**config.mk**
```make
export PLATFORM = sky130hd
export DESIGN_NAME = txPrimCtrlSelLogic
export DESIGN_NICKNAME = d
export VERILOG_FILES = /design/src/txSelLogicPkg.sv /design/src/txChanRouter.sv /design/src/txErrStatus.sv /design/src/txPrimCtrlSelLogic.sv
export VERILOG_INCLUDE_DIRS = /design/src /design/src/include
export SDC_FILE = /design/constraint.sdc
export NUM_CORES = 1
export LEC_CHECK = 0
export CAP_MARGIN = 25
export CORE_AREA = 4 4 96 98
export CTS_CLUSTER_DIAMETER = 60
export DETAILED_ROUTE_END_ITERATION = 10
export DIE_AREA = 0 0 100 102
export DONT_BUFFER_PORTS = 1
export PLACE_DENSITY = 0.43
export SLEW_MARGIN = 20
export SYNTH_ARGS = -nofsm -noshare
export SYNTH_HDL_FRONTEND = slang
export SYNTH_HIERARCHICAL = 1
export SYNTH_SLANG_ARGS = --single-unit
```
**constraint.sdc**
```tcl
create_clock -name macPITxClk -period 2.2 [get_ports macPITxClk]
set_input_delay 0.11 -clock macPITxClk [delete_from_list [all_inputs] [get_ports macPITxClk]]
set_output_delay 0.11 -clock macPITxClk [all_outputs]
set_load 0.005 [all_outputs]
```
**src/include/txSelLogic_params.svh**
```systemverilog
// Transmit select logic constants

`ifndef TX_SEL_LOGIC_PARAMS_SVH
`define TX_SEL_LOGIC_PARAMS_SVH

// Number of transmit primary controllers
// One beacon channel plus four access categories
`define TX_NUM_CHAN 5

// Width of a status pointer from a primary controller
`define TX_PTR_WIDTH 32

// Bit positions inside a channel vector
// Beacon sits on the most significant bit
`define TX_CHAN_BCN 4
`define TX_CHAN_AC0 3
`define TX_CHAN_AC1 2
`define TX_CHAN_AC2 1
`define TX_CHAN_AC3 0

`endif

```
**src/txSelLogicPkg.sv**
```systemverilog
// Transmit select logic types

`include "txSelLogic_params.svh"

package txSelLogicPkg;

  // --------------------------------------------------------------------------
  // Channel vectors
  // --------------------------------------------------------------------------

  // One bit per primary controller, beacon on the MSB
  // Used for triggers, the captured select, routed strobes and error flags
  typedef logic [`TX_NUM_CHAN-1:0] chanVec_t;

  // --------------------------------------------------------------------------
  // Status pointers
  // --------------------------------------------------------------------------

  // Single status pointer as seen by the list processor
  typedef logic [`TX_PTR_WIDTH-1:0] statusPtr_t;

  // Status pointers of all channels
  // Entry index matches the bit index of chanVec_t
  typedef statusPtr_t [`TX_NUM_CHAN-1:0] statusPtrArr_t;

endpackage

```
**src/txChanRouter.sv**
```systemverilog
// Transmit channel router

`timescale 1ns/1ps

`include "txSelLogic_params.svh"

module txChanRouter
  import txSelLogicPkg::*;
(
  // Clock and resets
  input  logic          macPITxClk,
  input  logic          macPITxClkHardRst_n,
  input  logic          macPITxClkSoftRst_n,
  // Primary controller side
  input  chanVec_t      chanTrig,
  input  statusPtrArr_t chanStatusPtr,
  // List processor strobes
  input  logic          trigHalt,
  input  logic          trigDead,
  input  logic          nxtAtomFrmPtrValid,
  input  logic          nxtMpduDescValid,
  // Towards the list processor
  output logic          trigTxListProc,
  output statusPtr_t    statusPointer,
  // Routed strobes towards the primary controllers
  output chanVec_t      chanHalt,
  output chanVec_t      chanDead,
  output chanVec_t      chanNxtAtomFrmPtrValid,
  output chanVec_t      chanNxtMpduDescValid
);

  // Captured active channel
  chanVec_t selectVec;
  // Combined trigger one cycle late
  logic     trigTxListProcDly;

  // --------------------------------------------------------------------------
  // Combined trigger and select capture
  // --------------------------------------------------------------------------

  // Only one controller is active at a time
  // Its trigger is a level held through the whole transfer
  assign trigTxListProc = |chanTrig;

  // Delayed trigger for rising edge detection
  always_ff @(posedge macPITxClk or negedge macPITxClkHardRst_n)
  begin
    if (!macPITxClkHardRst_n)
      trigTxListProcDly <= 1'b0;
    else if (!macPITxClkSoftRst_n)
      trigTxListProcDly <= 1'b0;
    else
      trigTxListProcDly <= trigTxListProc;
  end

  // Load the trigger pattern on the rising edge of the combined trigger
  // Select holds after the trigger drops, so the pointer stays visible
  always_ff @(posedge macPITxClk or negedge macPITxClkHardRst_n)
  begin
    if (!macPITxClkHardRst_n)
      selectVec <= '0;
    else if (!macPITxClkSoftRst_n)
      selectVec <= '0;
    else if (trigTxListProc && !trigTxListProcDly)
      selectVec <= chanTrig;
  end

  // --------------------------------------------------------------------------
  // Status pointer mux
  // --------------------------------------------------------------------------

  // One-hot select picks a pointer
  // Empty or multi-bit select gives zero
  always_comb
  begin
    case (selectVec)
      chanVec_t'(1 << `TX_CHAN_BCN): statusPointer = chanStatusPtr[`TX_CHAN_BCN];
      chanVec_t'(1 << `TX_CHAN_AC0): statusPointer = chanStatusPtr[`TX_CHAN_AC0];
      chanVec_t'(1 << `TX_CHAN_AC1): statusPointer = chanStatusPtr[`TX_CHAN_AC1];
      chanVec_t'(1 << `TX_CHAN_AC2): statusPointer = chanStatusPtr[`TX_CHAN_AC2];
      chanVec_t'(1 << `TX_CHAN_AC3): statusPointer = chanStatusPtr[`TX_CHAN_AC3];
      default:                       statusPointer = '0;
    endcase
  end

  // --------------------------------------------------------------------------
  // Strobe routing
  // --------------------------------------------------------------------------

  // Halt and dead pulses go to the channel whose trigger is high
  assign chanHalt = chanTrig & {`TX_NUM_CHAN{trigHalt}};
  assign chanDead = chanTrig & {`TX_NUM_CHAN{trigDead}};

  // Next pointer valid levels, same routing
  assign chanNxtAtomFrmPtrValid = chanTrig & {`TX_NUM_CHAN{nxtAtomFrmPtrValid}};
  assign chanNxtMpduDescValid   = chanTrig & {`TX_NUM_CHAN{nxtMpduDescValid}};

endmodule

```
**src/txErrStatus.sv**
```systemverilog
// Transmit error status flags

`timescale 1ns/1ps

`include "txSelLogic_params.svh"

module txErrStatus
  import txSelLogicPkg::*;
(
  // Clock and resets
  input  logic     macPITxClk,
  input  logic     macPITxClkHardRst_n,
  input  logic     macPITxClkSoftRst_n,
  // Active channel
  input  chanVec_t chanTrig,
  // Error sources
  input  logic     trigDead,
  input  logic     underRunDetected,
  input  logic     patternError,
  input  logic     dmaHifError,
  input  logic     plyTblValid,
  input  logic     nxtAtomFrmPtrValid,
  input  logic     nxtMpduDescValid,
  // DMA status register flags, one bit per channel
  output chanVec_t txLenMismatch,
  output chanVec_t txUPatternErr,
  output chanVec_t txBusErr,
  output chanVec_t txPtAddressErr,
  output chanVec_t txNextPointerErr
);

  // Channel that receives the dead pulse
  chanVec_t deadVec;
  // Per-flag set vectors
  chanVec_t lenSet;
  chanVec_t patSet;
  chanVec_t busSet;
  chanVec_t ptSet;
  chanVec_t nxtSet;
  // Next pointer fault with no higher priority error
  logic     nxtPtrBad;

  // --------------------------------------------------------------------------
  // Set conditions
  // --------------------------------------------------------------------------

  // Dead pulse qualified by the active channel
  assign deadVec = chanTrig & {`TX_NUM_CHAN{trigDead}};

  // Underrun from the MAC controller, no dead pulse needed
  assign lenSet = chanTrig & {`TX_NUM_CHAN{underRunDetected}};

  // Unique pattern mismatch found by the list processor
  assign patSet = deadVec & {`TX_NUM_CHAN{patternError}};

  // Error response on the host bus
  assign busSet = deadVec & {`TX_NUM_CHAN{dmaHifError}};

  // No valid policy table address in the header descriptor
  assign ptSet  = deadVec & {`TX_NUM_CHAN{~plyTblValid}};

  // Invalid next atomic frame or next MPDU pointer
  // Masked by pattern, bus and policy table errors
  assign nxtPtrBad = !patternError && !dmaHifError && plyTblValid &&
                     (!nxtAtomFrmPtrValid || !nxtMpduDescValid);

  assign nxtSet = deadVec & {`TX_NUM_CHAN{nxtPtrBad}};

  // --------------------------------------------------------------------------
  // Sticky flags
  // --------------------------------------------------------------------------

  // Each flag sets on its condition and holds
  // Cleared by hard or soft reset only
  always_ff @(posedge macPITxClk or negedge macPITxClkHardRst_n)
  begin
    if (!macPITxClkHardRst_n)
    begin
      txLenMismatch    <= '0;
      txUPatternErr    <= '0;
      txBusErr         <= '0;
      txPtAddressErr   <= '0;
      txNextPointerErr <= '0;
    end
    else if (!macPITxClkSoftRst_n)
    begin
      txLenMismatch    <= '0;
      txUPatternErr    <= '0;
      txBusErr         <= '0;
      txPtAddressErr   <= '0;
      txNextPointerErr <= '0;
    end
    else
    begin
      // OR in new events, bits already set stay set
      txLenMismatch    <= txLenMismatch    | lenSet;
      txUPatternErr    <= txUPatternErr    | patSet;
      txBusErr         <= txBusErr         | busSet;
      txPtAddressErr   <= txPtAddressErr   | ptSet;
      txNextPointerErr <= txNextPointerErr | nxtSet;
    end
  end

endmodule

```
**src/txPrimCtrlSelLogic.sv**
```systemverilog
// Transmit primary controller select

`timescale 1ns/1ps

module txPrimCtrlSelLogic
  import txSelLogicPkg::*;
(
  // Clock and resets
  input  logic          macPITxClk,
  input  logic          macPITxClkHardRst_n,
  input  logic          macPITxClkSoftRst_n,
  // Primary controllers
  input  chanVec_t      chanTrig,
  input  statusPtrArr_t chanStatusPtr,
  // List processor and MAC controller
  input  logic          trigHalt,
  input  logic          trigDead,
  input  logic          underRunDetected,
  input  logic          patternError,
  input  logic          dmaHifError,
  input  logic          plyTblValid,
  input  logic          nxtAtomFrmPtrValid,
  input  logic          nxtMpduDescValid,
  // Towards the list processor
  output logic          trigTxListProc,
  output statusPtr_t    statusPointer,
  // Routed strobes towards the primary controllers
  output chanVec_t      chanHalt,
  output chanVec_t      chanDead,
  output chanVec_t      chanNxtAtomFrmPtrValid,
  output chanVec_t      chanNxtMpduDescValid,
  // DMA status register flags
  output chanVec_t      txLenMismatch,
  output chanVec_t      txUPatternErr,
  output chanVec_t      txBusErr,
  output chanVec_t      txPtAddressErr,
  output chanVec_t      txNextPointerErr
);

  // --------------------------------------------------------------------------
  // Channel router
  // --------------------------------------------------------------------------

  // Select capture, pointer mux and strobe demux
  txChanRouter u_chanRouter (
    .macPITxClk             (macPITxClk),
    .macPITxClkHardRst_n    (macPITxClkHardRst_n),
    .macPITxClkSoftRst_n    (macPITxClkSoftRst_n),
    .chanTrig               (chanTrig),
    .chanStatusPtr          (chanStatusPtr),
    .trigHalt               (trigHalt),
    .trigDead               (trigDead),
    .nxtAtomFrmPtrValid     (nxtAtomFrmPtrValid),
    .nxtMpduDescValid       (nxtMpduDescValid),
    .trigTxListProc         (trigTxListProc),
    .statusPointer          (statusPointer),
    .chanHalt               (chanHalt),
    .chanDead               (chanDead),
    .chanNxtAtomFrmPtrValid (chanNxtAtomFrmPtrValid),
    .chanNxtMpduDescValid   (chanNxtMpduDescValid)
  );

  // --------------------------------------------------------------------------
  // Error status capture
  // --------------------------------------------------------------------------

  // Sticky per-channel flags, independent of the router outputs
  txErrStatus u_errStatus (
    .macPITxClk          (macPITxClk),
    .macPITxClkHardRst_n (macPITxClkHardRst_n),
    .macPITxClkSoftRst_n (macPITxClkSoftRst_n),
    .chanTrig            (chanTrig),
    .trigDead            (trigDead),
    .underRunDetected    (underRunDetected),
    .patternError        (patternError),
    .dmaHifError         (dmaHifError),
    .plyTblValid         (plyTblValid),
    .nxtAtomFrmPtrValid  (nxtAtomFrmPtrValid),
    .nxtMpduDescValid    (nxtMpduDescValid),
    .txLenMismatch       (txLenMismatch),
    .txUPatternErr       (txUPatternErr),
    .txBusErr            (txBusErr),
    .txPtAddressErr      (txPtAddressErr),
    .txNextPointerErr    (txNextPointerErr)
  );

endmodule

```
Word-level counts from Yosys, hierarchy flattened --
Index checks and enable logic that the tools add are counted.
Storage, ports and cells: register bits 31, input bits 176, output and inout bits 78, logic and storage cells 48
Operators by class: eq/ne operators 6, mux-type cells 9, bitwise gates (word level) 15, reductions and logical operators 11
Operators with widths (number):
- one-hot mux 32 bit (5 select lines) | 1
- AND 5 bit | 9
- two-way mux 5 bit | 7
- bitwise OR 5 bit | 5
- == test 5 x 1 -> 1 bit (second input constant) | 1
- == test 5 x 2 -> 1 bit (second input constant) | 1
- == test 5 x 3 -> 1 bit (second input constant) | 1
- == test 5 x 4 -> 1 bit (second input constant) | 1
- == test 5 bit (second input constant) | 1
- zero test 1 bit | 5
- OR reduction 5 bit | 1
- logical AND 1 bit | 4
- inequality test 2 x 1 -> 1 bit (second input constant) | 1
- logical OR 1 bit | 1
- two-way mux 1 bit | 1
- inverter 1 bit | 1

Longest topological paths before layout --
Gate-level depths: netlist of run 1.
depth in word-level cells 7, gate-level depth with buffers 7, mapped depth without buffers 4

Hierarchy --
Netlist of run 1, hierarchy kept.
By module, submodules not included:
- txChanRouter | instances 1, cells each 178, area an instance 1487.7 um2, seq. area each 150.1 um2
- txErrStatus | instances 1, cells each 87, area an instance 982.2 um2, seq. area each 625.6 um2

Worst setup path before layout of run 1 --
Ideal clock, no wire load.
path type register -> output, start register u_chanRouter.selectVec[2], end output statusPointer[18], data arrival time 1.540 ns, required time 2.090 ns, setup slack 0.550 ns, stages on the path, launching flop included 7, buffers on the path 2, path through dfrtp_1 buf_2 or3_4 nor3b_4 buf_6 o2bb2ai_1 a221o_1
On the way: longest elaborated chain between the ends 2, elaborated cells on any way between the ends 6, classes of those cells eq/ne (5); mux (1)
Ends and longest elaborated chain:
- from (decl) | line txChanRouter.sv:33 | chanVec_t selectVec;
- from (signal assigned) | line txChanRouter.sv:65 | selectVec <= chanTrig;
- == test 5 x 1 -> 1 bit (tied with other cells) | line txChanRouter.sv:76 | case (selectVec)
- one-hot mux 32 bit (5 select lines) * | line txChanRouter.sv:76
- to (decl) | line txPrimCtrlSelLogic.sv:26 | output statusPtr_t statusPointer,
Mark *: on every way between the ends. The rest lies on a longest branch, timed or not.

Worst setup path in the final report of run 1 --
start register u_chanRouter.selectVec[1], end output statusPointer[13]
The elaborated chain is that of the path after synthesis.

==> impl_metrics.csv, run 1 <==
group,metric,value,unit
critical_path,r2r_start,"u_chanRouter/trigTxListProcDly$_DFF_PN0_",
synthesis,synth_top_area_share,0.314,
cts,clock_sinks,31,
placement,place_congestion,0.817,
critical_path,worst-r2r-cell-count,2,
finish,antenna_cells,0,
finish,fin_nets,444,
floorplan,chipHeight,102,um
cts,cts.reportedPaths.clkPinSlew,0.07,ns
global_route,grt_max_degree,40,
synthesis,ys_ff_latch,31,
finish,n_fill_cell,865,
power,ir_worst_vdd,321,uV
sta,timing.fmax,473,MHz
sta,finClkSkew,0.00285,ns
routing,drt-wirelength-per-cell,29.1,um
placement,dp_hpwl,8230,um
job,drv_cap,0,
synthesis,ys_warn_count,6,
cts,htreeDepth,2,
routing,drc,0,
finish,regArea,776,um2
cts,clockBufferDepth,2,
placement,portBuffers,0,
synthesis,synth_top_cells_by_area,"dfrtp_1, o2bb2ai_1, a22oi_1, a221o_2, nor2b_1",
floorplan,initial_utilization,0.292,
floorplan,ios,254,
critical_path,worstSetupEndpointType,"output pin",
power,leakage,1.00,nW
synthesis,syn_area,2470,um2
synthesis,post-synth-top-area-cell,"dfrtp_1",
finish,layout-drive-gt1-share,0.178,
global_route,antenna_found_initial,0,
cts,clock_latency,0.28,ns
critical_path,ff2ff_setup_slack,1.18,ns
critical_path,critPathLaunchType,"flop",
synthesis,seq_area_frac_synth,0.314,
floorplan,dieArea,10200,um2
placement,dp.cells,360,
cts,numCtsBuffers,5,
worst_hold_path,min-delay-start,"chanTrig[3]",
status,status,"complete, no violations",
critical_path,critical_path_class,"reg2out",
critical_path,critPathMaxFanout,17,
worst_hold_path,hold_depth,2,
global_route,grt_pass1_wl,15000,um
routing,first_iter_violations,144,
finish,multiInputGateArea,1580,um2
critical_path,cp.required,2.09,ns
cts,cts-root-buf,"clkbuf_8",
floorplan,row_count,34,
global_route,track_usage,0.191,
critical_path,cp.arrival,2.00,ns
sta,period_share,0.960,
synthesis,ys_types,33,
finish,final_cells,377,
floorplan,die_w,100,um
routing,ant_nets,0,
routing,dr.pass1.iters,4,
sta,hold_viol,0,
synthesis,netlist_instances,265,
floorplan,coreArea,8470,um2
power,power_per_cell_area,536,nW/um2
sta,final-max-slew-violation-count,0,
finish,areaGrowthSynthToFinish,12.5,%
sta,relSlewSlack,0.585,
sta,period_needed,2.11,ns
cts,cts_tree,"yes",
synthesis,syn_area_per_cell,9.32,um2
synthesis,synthesis.nets,441,
worst_hold_path,whs_endpoint,"u_errStatus/txPtAddressErr[3]$_DFF_PN0_",
sta,setup_viol,0,
worst_hold_path,hp-class,"in2reg",
critical_path,r2r-end,"u_chanRouter/selectVec[1]$_DFFE_PN0P_",
routing,totalWireLength,11000,um
sta,rsz0062_at_grt,"false",
global_route,grt_pass1_vias,2339,
sta,tightest_slew,0.622,ns
sta,fin_setup_tns,0,ns
global_route,grt_overflow,0,
routing,avgViaCountPerCell,6.41,
routing,vias,2417,
-- worst max-delay path by stage --
stage                                                from                 to  slack, ns  cells past startpoint
finish              u_chanRouter/selectVec[1]$_DFFE_PN0P_  statusPointer[13]       0.09                      5
global route        u_chanRouter/selectVec[1]$_DFFE_PN0P_  statusPointer[13]       0.02                      5
CTS                 u_chanRouter/selectVec[2]$_DFFE_PN0P_  statusPointer[13]       0.09                      5
detailed placement  u_chanRouter/selectVec[2]$_DFFE_PN0P_  statusPointer[13]       0.13                      4
global placement    u_chanRouter/selectVec[2]$_DFFE_PN0P_  statusPointer[13]       0.20                      4
floorplan           u_chanRouter/selectVec[2]$_DFFE_PN0P_  statusPointer[18]       0.55                      6
-- cell usage after synthesis --
library cell	instances
a21oi_1	11
a221o_1	11
a221o_2	20
a22oi_1	31
a31oi_1	10
a32oi_1	1
a41oi_1	2
and2_1	20
and2b_1	1
buf_1	2
buf_2	14
buf_6	3
clkbuf_1	5
dfrtp_1	31
inv_1	1
nand2_1	19
nand3_1	1
nand3b_1	2
nor2_1	3
nor2b_1	26
nor3_1	1
nor3b_2	2
nor3b_4	1
nor4b_2	1
nor4b_4	1
o21a_1	1
o21ai_1	3
o22ai_1	5
o2bb2ai_1	31
or2_1	1
or3_1	2
or3_4	1
or4_1	1
-- per-layer routing --
| layer | vias to the layer above | global-route usage | wire (um) |
|---|---|---|---|
| met3 | 11 | 0.0744 | 1390 |
| met5 | - | 0 | 0 |
| li1 | 1068 | - | - |
| met2 | 157 | 0.324 | 5530 |
| met1 | 1181 | 0.232 | 3930 |
| met4 | 0 | 0.0404 | 136 |
-- cell families (layout without fill, tap and decap cells) --
group,count (synthesis),count (layout),synth area share
DFF,31,31,0.314
buffers and inverters,25,29,0.0542
and+or+nand+nor,83,83,0.212
AOI/OAI and AO/OA,126,126,0.420
-- power by group --
group	switching (mW)	total (mW)	internal, mW
registers	0.0285	0.627	0.598
logic	0.234	0.432	0.198
clock network	0.209	0.431	0.222
total	0.472	1.49	1.02
-- per-stage QoR --
stage / area (um2) / setup WS (ns) / util / hold WS [ns] / power (mW)
floorplan: 2470 / 0.550 / - / -0.186 / 0.946
global placement: 2580 / 0.196 / 0.305 / -0.185 / 1.02
CTS: 2780 / 0.0922 / 0.328 / 0.000186 / 1.50
finish: 2780 / 0.0871 / 0.328 / 0.00721 / 1.49
global route: 2780 / 0.0177 / 0.328 / 0.00412 / 1.57
detailed placement: 2580 / 0.126 / 0.305 / -0.185 / 1.03
-- final cells by class --
cell class	instances	area share
Sequential cell	31	0.279
Inverter	1	0.00135
Clock buffer	7	0.0275
Clock inverter	1	0.00180
Tap cell	108	0.0486
Multi-Input combinational cell	209	0.568
Timing Repair Buffer	20	0.0730
-- state kept, by name (all words and copies together) (netlist names) --
name and count:
u_chanRouter/trigTxListProcDly 1, u_errStatus/txUPatternErr 5, u_errStatus/txPtAddressErr 5, u_chanRouter/selectVec 5, u_errStatus/txBusErr 5, u_errStatus/txNextPointerErr 5, u_errStatus/txLenMismatch 5
-- critical path, cell delays in order, from the launching register on --
cell	delay, ns
dfrtp_1	0.41
buf_4	0.17
or2_1	0.31
nor4b_4	0.25
buf_4	0.28
a221o_1	0.29
-- cells in the final DEF, fill, tap and decap left out, drive strengths merged, types with 5 or more instances in the layout --
| cell | Yosys | layout |
|---|---|---|
| a21oi | 11 | 11 |
| a221o | 31 | 31 |
| a22oi | 31 | 31 |
| a31oi | 10 | 10 |
| and2 | 20 | 20 |
| buf | 19 | 14 |
| clkbuf | 5 | 7 |
| dfrtp | 31 | 31 |
| dlygate4sd3 | 0 | 6 |
| nand2 | 19 | 19 |
| nor2b | 26 | 26 |
| o22ai | 5 | 5 |
| o2bb2ai | 31 | 31 |
-- repair_timing --
action / CTS / global route
hold endpoints to repair: 62 / 0
gates resized for setup: 1 / 0
setup endpoints to repair: 25 / 0
buffers inserted: 1 / 0
hold buffers: 8 / 0
(Power assumes the default switching activity.)
==> run 2, diff against run 1 <==
--- a/config.mk
+++ b/config.mk
@@ -7,12 +7,14 @@
 export NUM_CORES = 1
 export LEC_CHECK = 0
 export CAP_MARGIN = 25
-export CORE_AREA = 4 4 96 98
+export CELL_PAD_IN_SITES_DETAIL_PLACEMENT = 0
+export CELL_PAD_IN_SITES_GLOBAL_PLACEMENT = 1
+export CORE_AREA = 4 4 97 99
 export CTS_CLUSTER_DIAMETER = 60
 export DETAILED_ROUTE_END_ITERATION = 10
-export DIE_AREA = 0 0 100 102
+export DIE_AREA = 0 0 101 103
 export DONT_BUFFER_PORTS = 1
-export PLACE_DENSITY = 0.43
+export PLACE_DENSITY = 0.59
 export SLEW_MARGIN = 20
 export SYNTH_ARGS = -nofsm -noshare
 export SYNTH_HDL_FRONTEND = slang
==> impl_metrics.csv, run 2 (same netlist as run 1, synthesis figures left out) <==
group,metric,value,unit
status,status,"complete, no violations",
finish,layout-drive-gt1-share,0.204,
power,power_per_cell_area,578,nW/um2
critical_path,r2r_start,"u_errStatus/txNextPointerErr[2]$_DFF_PN0_",
global_route,grt_pass1_wl,14900,um
floorplan,die_w,101,um
cts,htreeDepth,2,
global_route,grt_pass1_vias,2464,
sta,hold_viol,0,
critical_path,ff2ff_setup_slack,1.00,ns
critical_path,worst-r2r-cell-count,3,
finish,fin_nets,449,
sta,tightest_slew,0.596,ns
routing,first_iter_violations,106,
floorplan,chipHeight,103,um
cts,cts-root-buf,"clkbuf_8",
finish,areaGrowthSynthToFinish,16.0,%
global_route,grt_max_degree,40,
floorplan,ios,254,
sta,fin_setup_tns,0,ns
critical_path,critPathLaunchType,"flop",
floorplan,row_count,34,
cts,cts_tree,"yes",
worst_hold_path,hp-class,"in2reg",
routing,dr.pass1.iters,4,
placement,placed_cell_area,2580,um2
sta,finClkSkew,0.000324,ns
sta,final-max-slew-violation-count,0,
finish,design_area,2860,um2
global_route,track_usage,0.187,
routing,avgViaCountPerCell,6.36,
sta,timing.fmax,477,MHz
global_route,grt_overflow,0,
critical_path,critPathMaxFanout,12,
cts,clock_latency,0.28,ns
finish,final_cell_mix,"a22oi_1, o2bb2ai_1, dfrtp_1",
routing,vias,2431,
placement,place_congestion,0.835,
floorplan,dieArea,10400,um2
sta,setup_viol,0,
sta,rsz0062_at_grt,"false",
power,p_total,1.65,mW
floorplan,coreArea,8550,um2
power,ir_worst_vdd,415,uV
worst_hold_path,min-delay-start,"chanTrig[2]",
routing,totalWireLength,10900,um
placement,dp_hpwl,8090,um
global_route,antenna_found_initial,0,
sta,relSlewSlack,0.602,
job,drv_cap,0,
sta,hold-worst-slack,0.0123,ns
cts,clock_sinks,31,
sta,period_needed,2.10,ns
routing,drc,0,
cts,cts.reportedPaths.clkPinSlew,0.07,ns
routing,drt-wirelength-per-cell,28.6,um
critical_path,cp.arrival,1.99,ns
power,leakage,1.04,nW
critical_path,r2r-end,"u_errStatus/txNextPointerErr[2]$_DFF_PN0_",
sta,period_share,0.953,
critical_path,cp.required,2.09,ns
cts,numCtsBuffers,5,
worst_hold_path,hold_depth,2,
finish,antenna_cells,0,
cts,clockBufferDepth,2,
floorplan,initial_utilization,0.289,
placement,portBuffers,0,
routing,ant_nets,0,
critical_path,worstSetupEndpointType,"output pin",
critical_path,critical_path_class,"reg2out",
worst_hold_path,whs_endpoint,"u_errStatus/txPtAddressErr[2]$_DFF_PN0_",
[run 2: cell count changes in the layout (fill, tap and decap cells not counted)]
cell and delta:
buf_4 -1, bufinv_16 +1, nor2b_4 +1, buf_2 +1
buf_12 -1, or2_1 -1, dlygate4sd3_1 +2, or2_4 +1
clkbuf_8 +1, dfrtp_2 +2, buf_6 +3, clkbuf_1 -2
dfrtp_1 -2
[run 2: final cells by class]
type	instances	area (um2)
clock buffers	6	82.6
clock inverters	2	35.0
fillers	878	5690
inverters	1	3.75
multi-input cells	210	1600
flip-flops and latches	31	778
well taps	108	135
repair buffers	24	234
[run 2: metal layers]
| layer | up-vias | track usage | wire length (um) | part of all wire |
|---|---|---|---|---|
| met5 | - | 0 | 0 | 0 |
| met4 | 0 | 0.0583 | 238 | 0.022 |
| met3 | 21 | 0.0582 | 1220 | 0.11 |
| met2 | 152 | 0.309 | 5430 | 0.50 |
| met1 | 1176 | 0.233 | 4050 | 0.37 |
| li1 | 1082 | - | - | - |
[run 2: repair_timing]
action / CTS / global route
hold endpoints to repair: 62 / 0
gates cloned: 0 / 1
setup endpoints to repair: 26 / 24
pin swaps: 1 / 1
hold buffers: 10 / 0
resized for setup: 2 / 6
setup buffers: 2 / 2
[run 2: worst max-delay path by stage]
stage / cells past startpoint / slack [ns] / start / end
final: 4 / 0.10 / u_chanRouter/selectVec[2]$_DFFE_PN0P_ / statusPointer[18]
after global routing: 6 / 0.01 / u_chanRouter/selectVec[1]$_DFFE_PN0P_ / statusPointer[13]
after CTS: 6 / 0.02 / u_chanRouter/selectVec[1]$_DFFE_PN0P_ / statusPointer[13]
after detailed placement: 4 / 0.09 / u_chanRouter/selectVec[2]$_DFFE_PN0P_ / statusPointer[22]
after global placement: 4 / 0.16 / u_chanRouter/selectVec[2]$_DFFE_PN0P_ / statusPointer[22]
after floorplan: 6 / 0.55 / u_chanRouter/selectVec[2]$_DFFE_PN0P_ / statusPointer[18]
[run 2: metrics by stage]
| step | worst slack (ns) | util | std cells |
|---|---|---|---|
| after CTS | 0.0205 | 0.331 | 379 |
| final | 0.104 | 0.335 | 382 |
| after global routing | 0.0101 | 0.335 | 382 |
| after detailed placement | 0.0850 | 0.301 | 359 |
| after global placement | 0.157 | 0.301 | 359 |
| after floorplan | 0.550 | - | 265 |
[run 2: power breakdown]
group / internal (mW) / switching [mW]
combinational: 0.206 / 0.234
clock: 0.366 / 0.218
sequential: 0.598 / 0.0324
total: 1.17 / 0.484
[run 2: critical path: stages (launching register included)]
cell,delay [ns]
dfrtp_1,0.54
nor2b_2,0.59
a22oi_1,0.18
o2bb2ai_1,0.24
a221o_1,0.16
==> run 3, diff against run 2 <==
--- a/config.mk
+++ b/config.mk
@@ -6,7 +6,7 @@
 export SDC_FILE = /design/constraint.sdc
 export NUM_CORES = 1
 export LEC_CHECK = 0
-export CAP_MARGIN = 25
+export CAP_MARGIN = 30
 export CELL_PAD_IN_SITES_DETAIL_PLACEMENT = 0
 export CELL_PAD_IN_SITES_GLOBAL_PLACEMENT = 1
 export CORE_AREA = 4 4 97 99
@@ -15,6 +15,7 @@
 export DIE_AREA = 0 0 101 103
 export DONT_BUFFER_PORTS = 1
 export PLACE_DENSITY = 0.59
+export REMOVE_ABC_BUFFERS = 1
 export SLEW_MARGIN = 20
 export SYNTH_ARGS = -nofsm -noshare
 export SYNTH_HDL_FRONTEND = slang
==> impl_metrics.csv, run 3 (same netlist as run 1, synthesis figures left out) <==
group,metric,value,unit
status,status,"complete, no violations",
routing,highest_layer,"met5",
worst_hold_path,whs_endpoint,"u_errStatus/txPtAddressErr[3]$_DFF_PN0_",
finish,fin_nets,451,
routing,route.met2.wl,5540,um
cts,htreeDepth,2,
floorplan,row_count,34,
floorplan,ios,254,
sta,final-max-slew-violation-count,0,
sta,period_share,0.978,
routing,first_iter_violations,93,
routing,totalWireLength,11400,um
cts,cts-root-buf,"clkbuf_8",
sta,relSlewSlack,0.592,
power,power_per_cell_area,523,nW/um2
floorplan,dieArea,10400,um2
routing,drt-wirelength-per-cell,29.7,um
cts,clock_latency,0.28,ns
sta,finClkSkew,0.00112,ns
power,leakage,1.06,nW
global_route,grt_overflow,0,
global_route,antenna_found_initial,1,
critical_path,worst-r2r-cell-count,2,
sta,rsz0062_at_grt,"true",
critical_path,critical_path_class,"reg2out",
worst_hold_path,hold_depth,2,
finish,areaGrowthSynthToFinish,18.2,%
critical_path,critPathLaunchType,"flop",
critical_path,critPathMaxFanout,14,
cts,cts.reportedPaths.clkPinSlew,0.07,ns
critical_path,cp.arrival,2.04,ns
routing,drc,0,
cts,numCtsBuffers,5,
placement,dp_hpwl,8300,um
cts,cts_tree,"yes",
routing,dr.pass1.iters,4,
placement,place_congestion,0.942,
sta,setup_viol,0,
placement,portBuffers,0,
power,ir_worst_vdd,373,uV
sta,hold_viol,0,
finish,n_fill_cell,880,
routing,drt-met1-wl,4040,um
routing,avgViaCountPerCell,6.44,
finish,final_cells,384,
global_route,grt_pass1_wl,15400,um
floorplan,chipHeight,103,um
global_route,grt_pass1_vias,2522,
sta,timing.fmax,465,MHz
floorplan,die_w,101,um
global_route,track_usage,0.194,
sta,fin_setup_tns,0,ns
cts,clock_sinks,31,
finish,layout_commonest_cell,"a22oi_1",
critical_path,r2r_start,"u_chanRouter/trigTxListProcDly$_DFF_PN0_",
floorplan,initial_utilization,0.289,
critical_path,r2r-end,"u_chanRouter/selectVec[1]$_DFFE_PN0P_",
job,drv_cap,0,
worst_hold_path,min-delay-start,"chanTrig[3]",
sta,period_needed,2.15,ns
sta,tightest_slew,0.610,ns
finish,layout-drive-gt1-share,0.217,
finish,antenna_cells,0,
critical_path,cp.required,2.09,ns
global_route,grt_max_degree,40,
critical_path,ff2ff_setup_slack,1.18,ns
routing,wl_met3,1660,um
routing,vias,2472,
placement,dp.cells,356,
power,p_total,1.53,mW
finish,final_cell_mix,"a22oi_1, o2bb2ai_1, dfrtp_1",
critical_path,worstSetupEndpointType,"output pin",
worst_hold_path,hp-class,"in2reg",
floorplan,coreArea,8550,um2
cts,clockBufferDepth,2,
routing,ant_nets,0,
## run 3: timing repair
item	in CTS	in global routing
pin swaps	1	3
hold buffers	9	0
endpoints found under the setup margin	25	31
gates resized for setup	3	5
endpoints found under the hold margin	62	0
setup buffers	2	6
gates cloned	1	2
## run 3: area by class of cell
cell class              instances  area [um2]  area share
clock inverters                 3        15.0     0.00514
well taps                     108         135      0.0463
flip-flops and latches         31         778       0.266
clock buffers                   5        68.8      0.0236
inverters                       1        3.75     0.00129
multi-input cells             210        1600       0.546
repair buffers                 26         324       0.111
## run 3: where the power goes
part,switching [mW],internal [mW],total [mW]
Clock,0.220,0.216,0.436
Combinational,0.240,0.222,0.462
Sequential,0.0307,0.598,0.629
## run 3: worst max-delay path by stage
stage | to | startpoint | cells past startpoint
after floorplan | statusPointer[0] | u_chanRouter/selectVec[1]$_DFFE_PN0P_ | 3
after global placement | statusPointer[23] | u_chanRouter/selectVec[1]$_DFFE_PN0P_ | 4
after detailed placement | statusPointer[23] | u_chanRouter/selectVec[1]$_DFFE_PN0P_ | 4
after CTS | statusPointer[23] | u_chanRouter/selectVec[2]$_DFFE_PN0P_ | 7
after global routing | statusPointer[4] | u_chanRouter/selectVec[2]$_DFFE_PN0P_ | 6
final | statusPointer[31] | u_chanRouter/selectVec[2]$_DFFE_PN0P_ | 6
## run 3: layer usage
metal	vias up	track usage
met2	170	0.325
li1	1085	-
met3	15	0.0974
met5	-	0
met4	2	0.0521
met1	1200	0.219
## run 3: critical path, stage by stage (launching register included)
cell and delay (ns):
dfrtp_2 0.42, buf_6 0.12, or3_4 0.39, nor3b_4 0.23, bufbuf_16 0.32, o2bb2ai_1 0.12
a221o_2 0.15
## run 3: per-stage QoR
stage               area, um2  setup WS (ns)  hold slack (ns)   util
floorplan                2340         -0.417           -0.186      -
global placement         2560         0.0562           -0.185  0.299
detailed placement       2570        -0.0339           -0.185  0.301
CTS                      2830        0.00529          0.00132  0.330
global route             2920        -0.0305          0.00254  0.342
finish                   2920         0.0492          0.00987  0.342
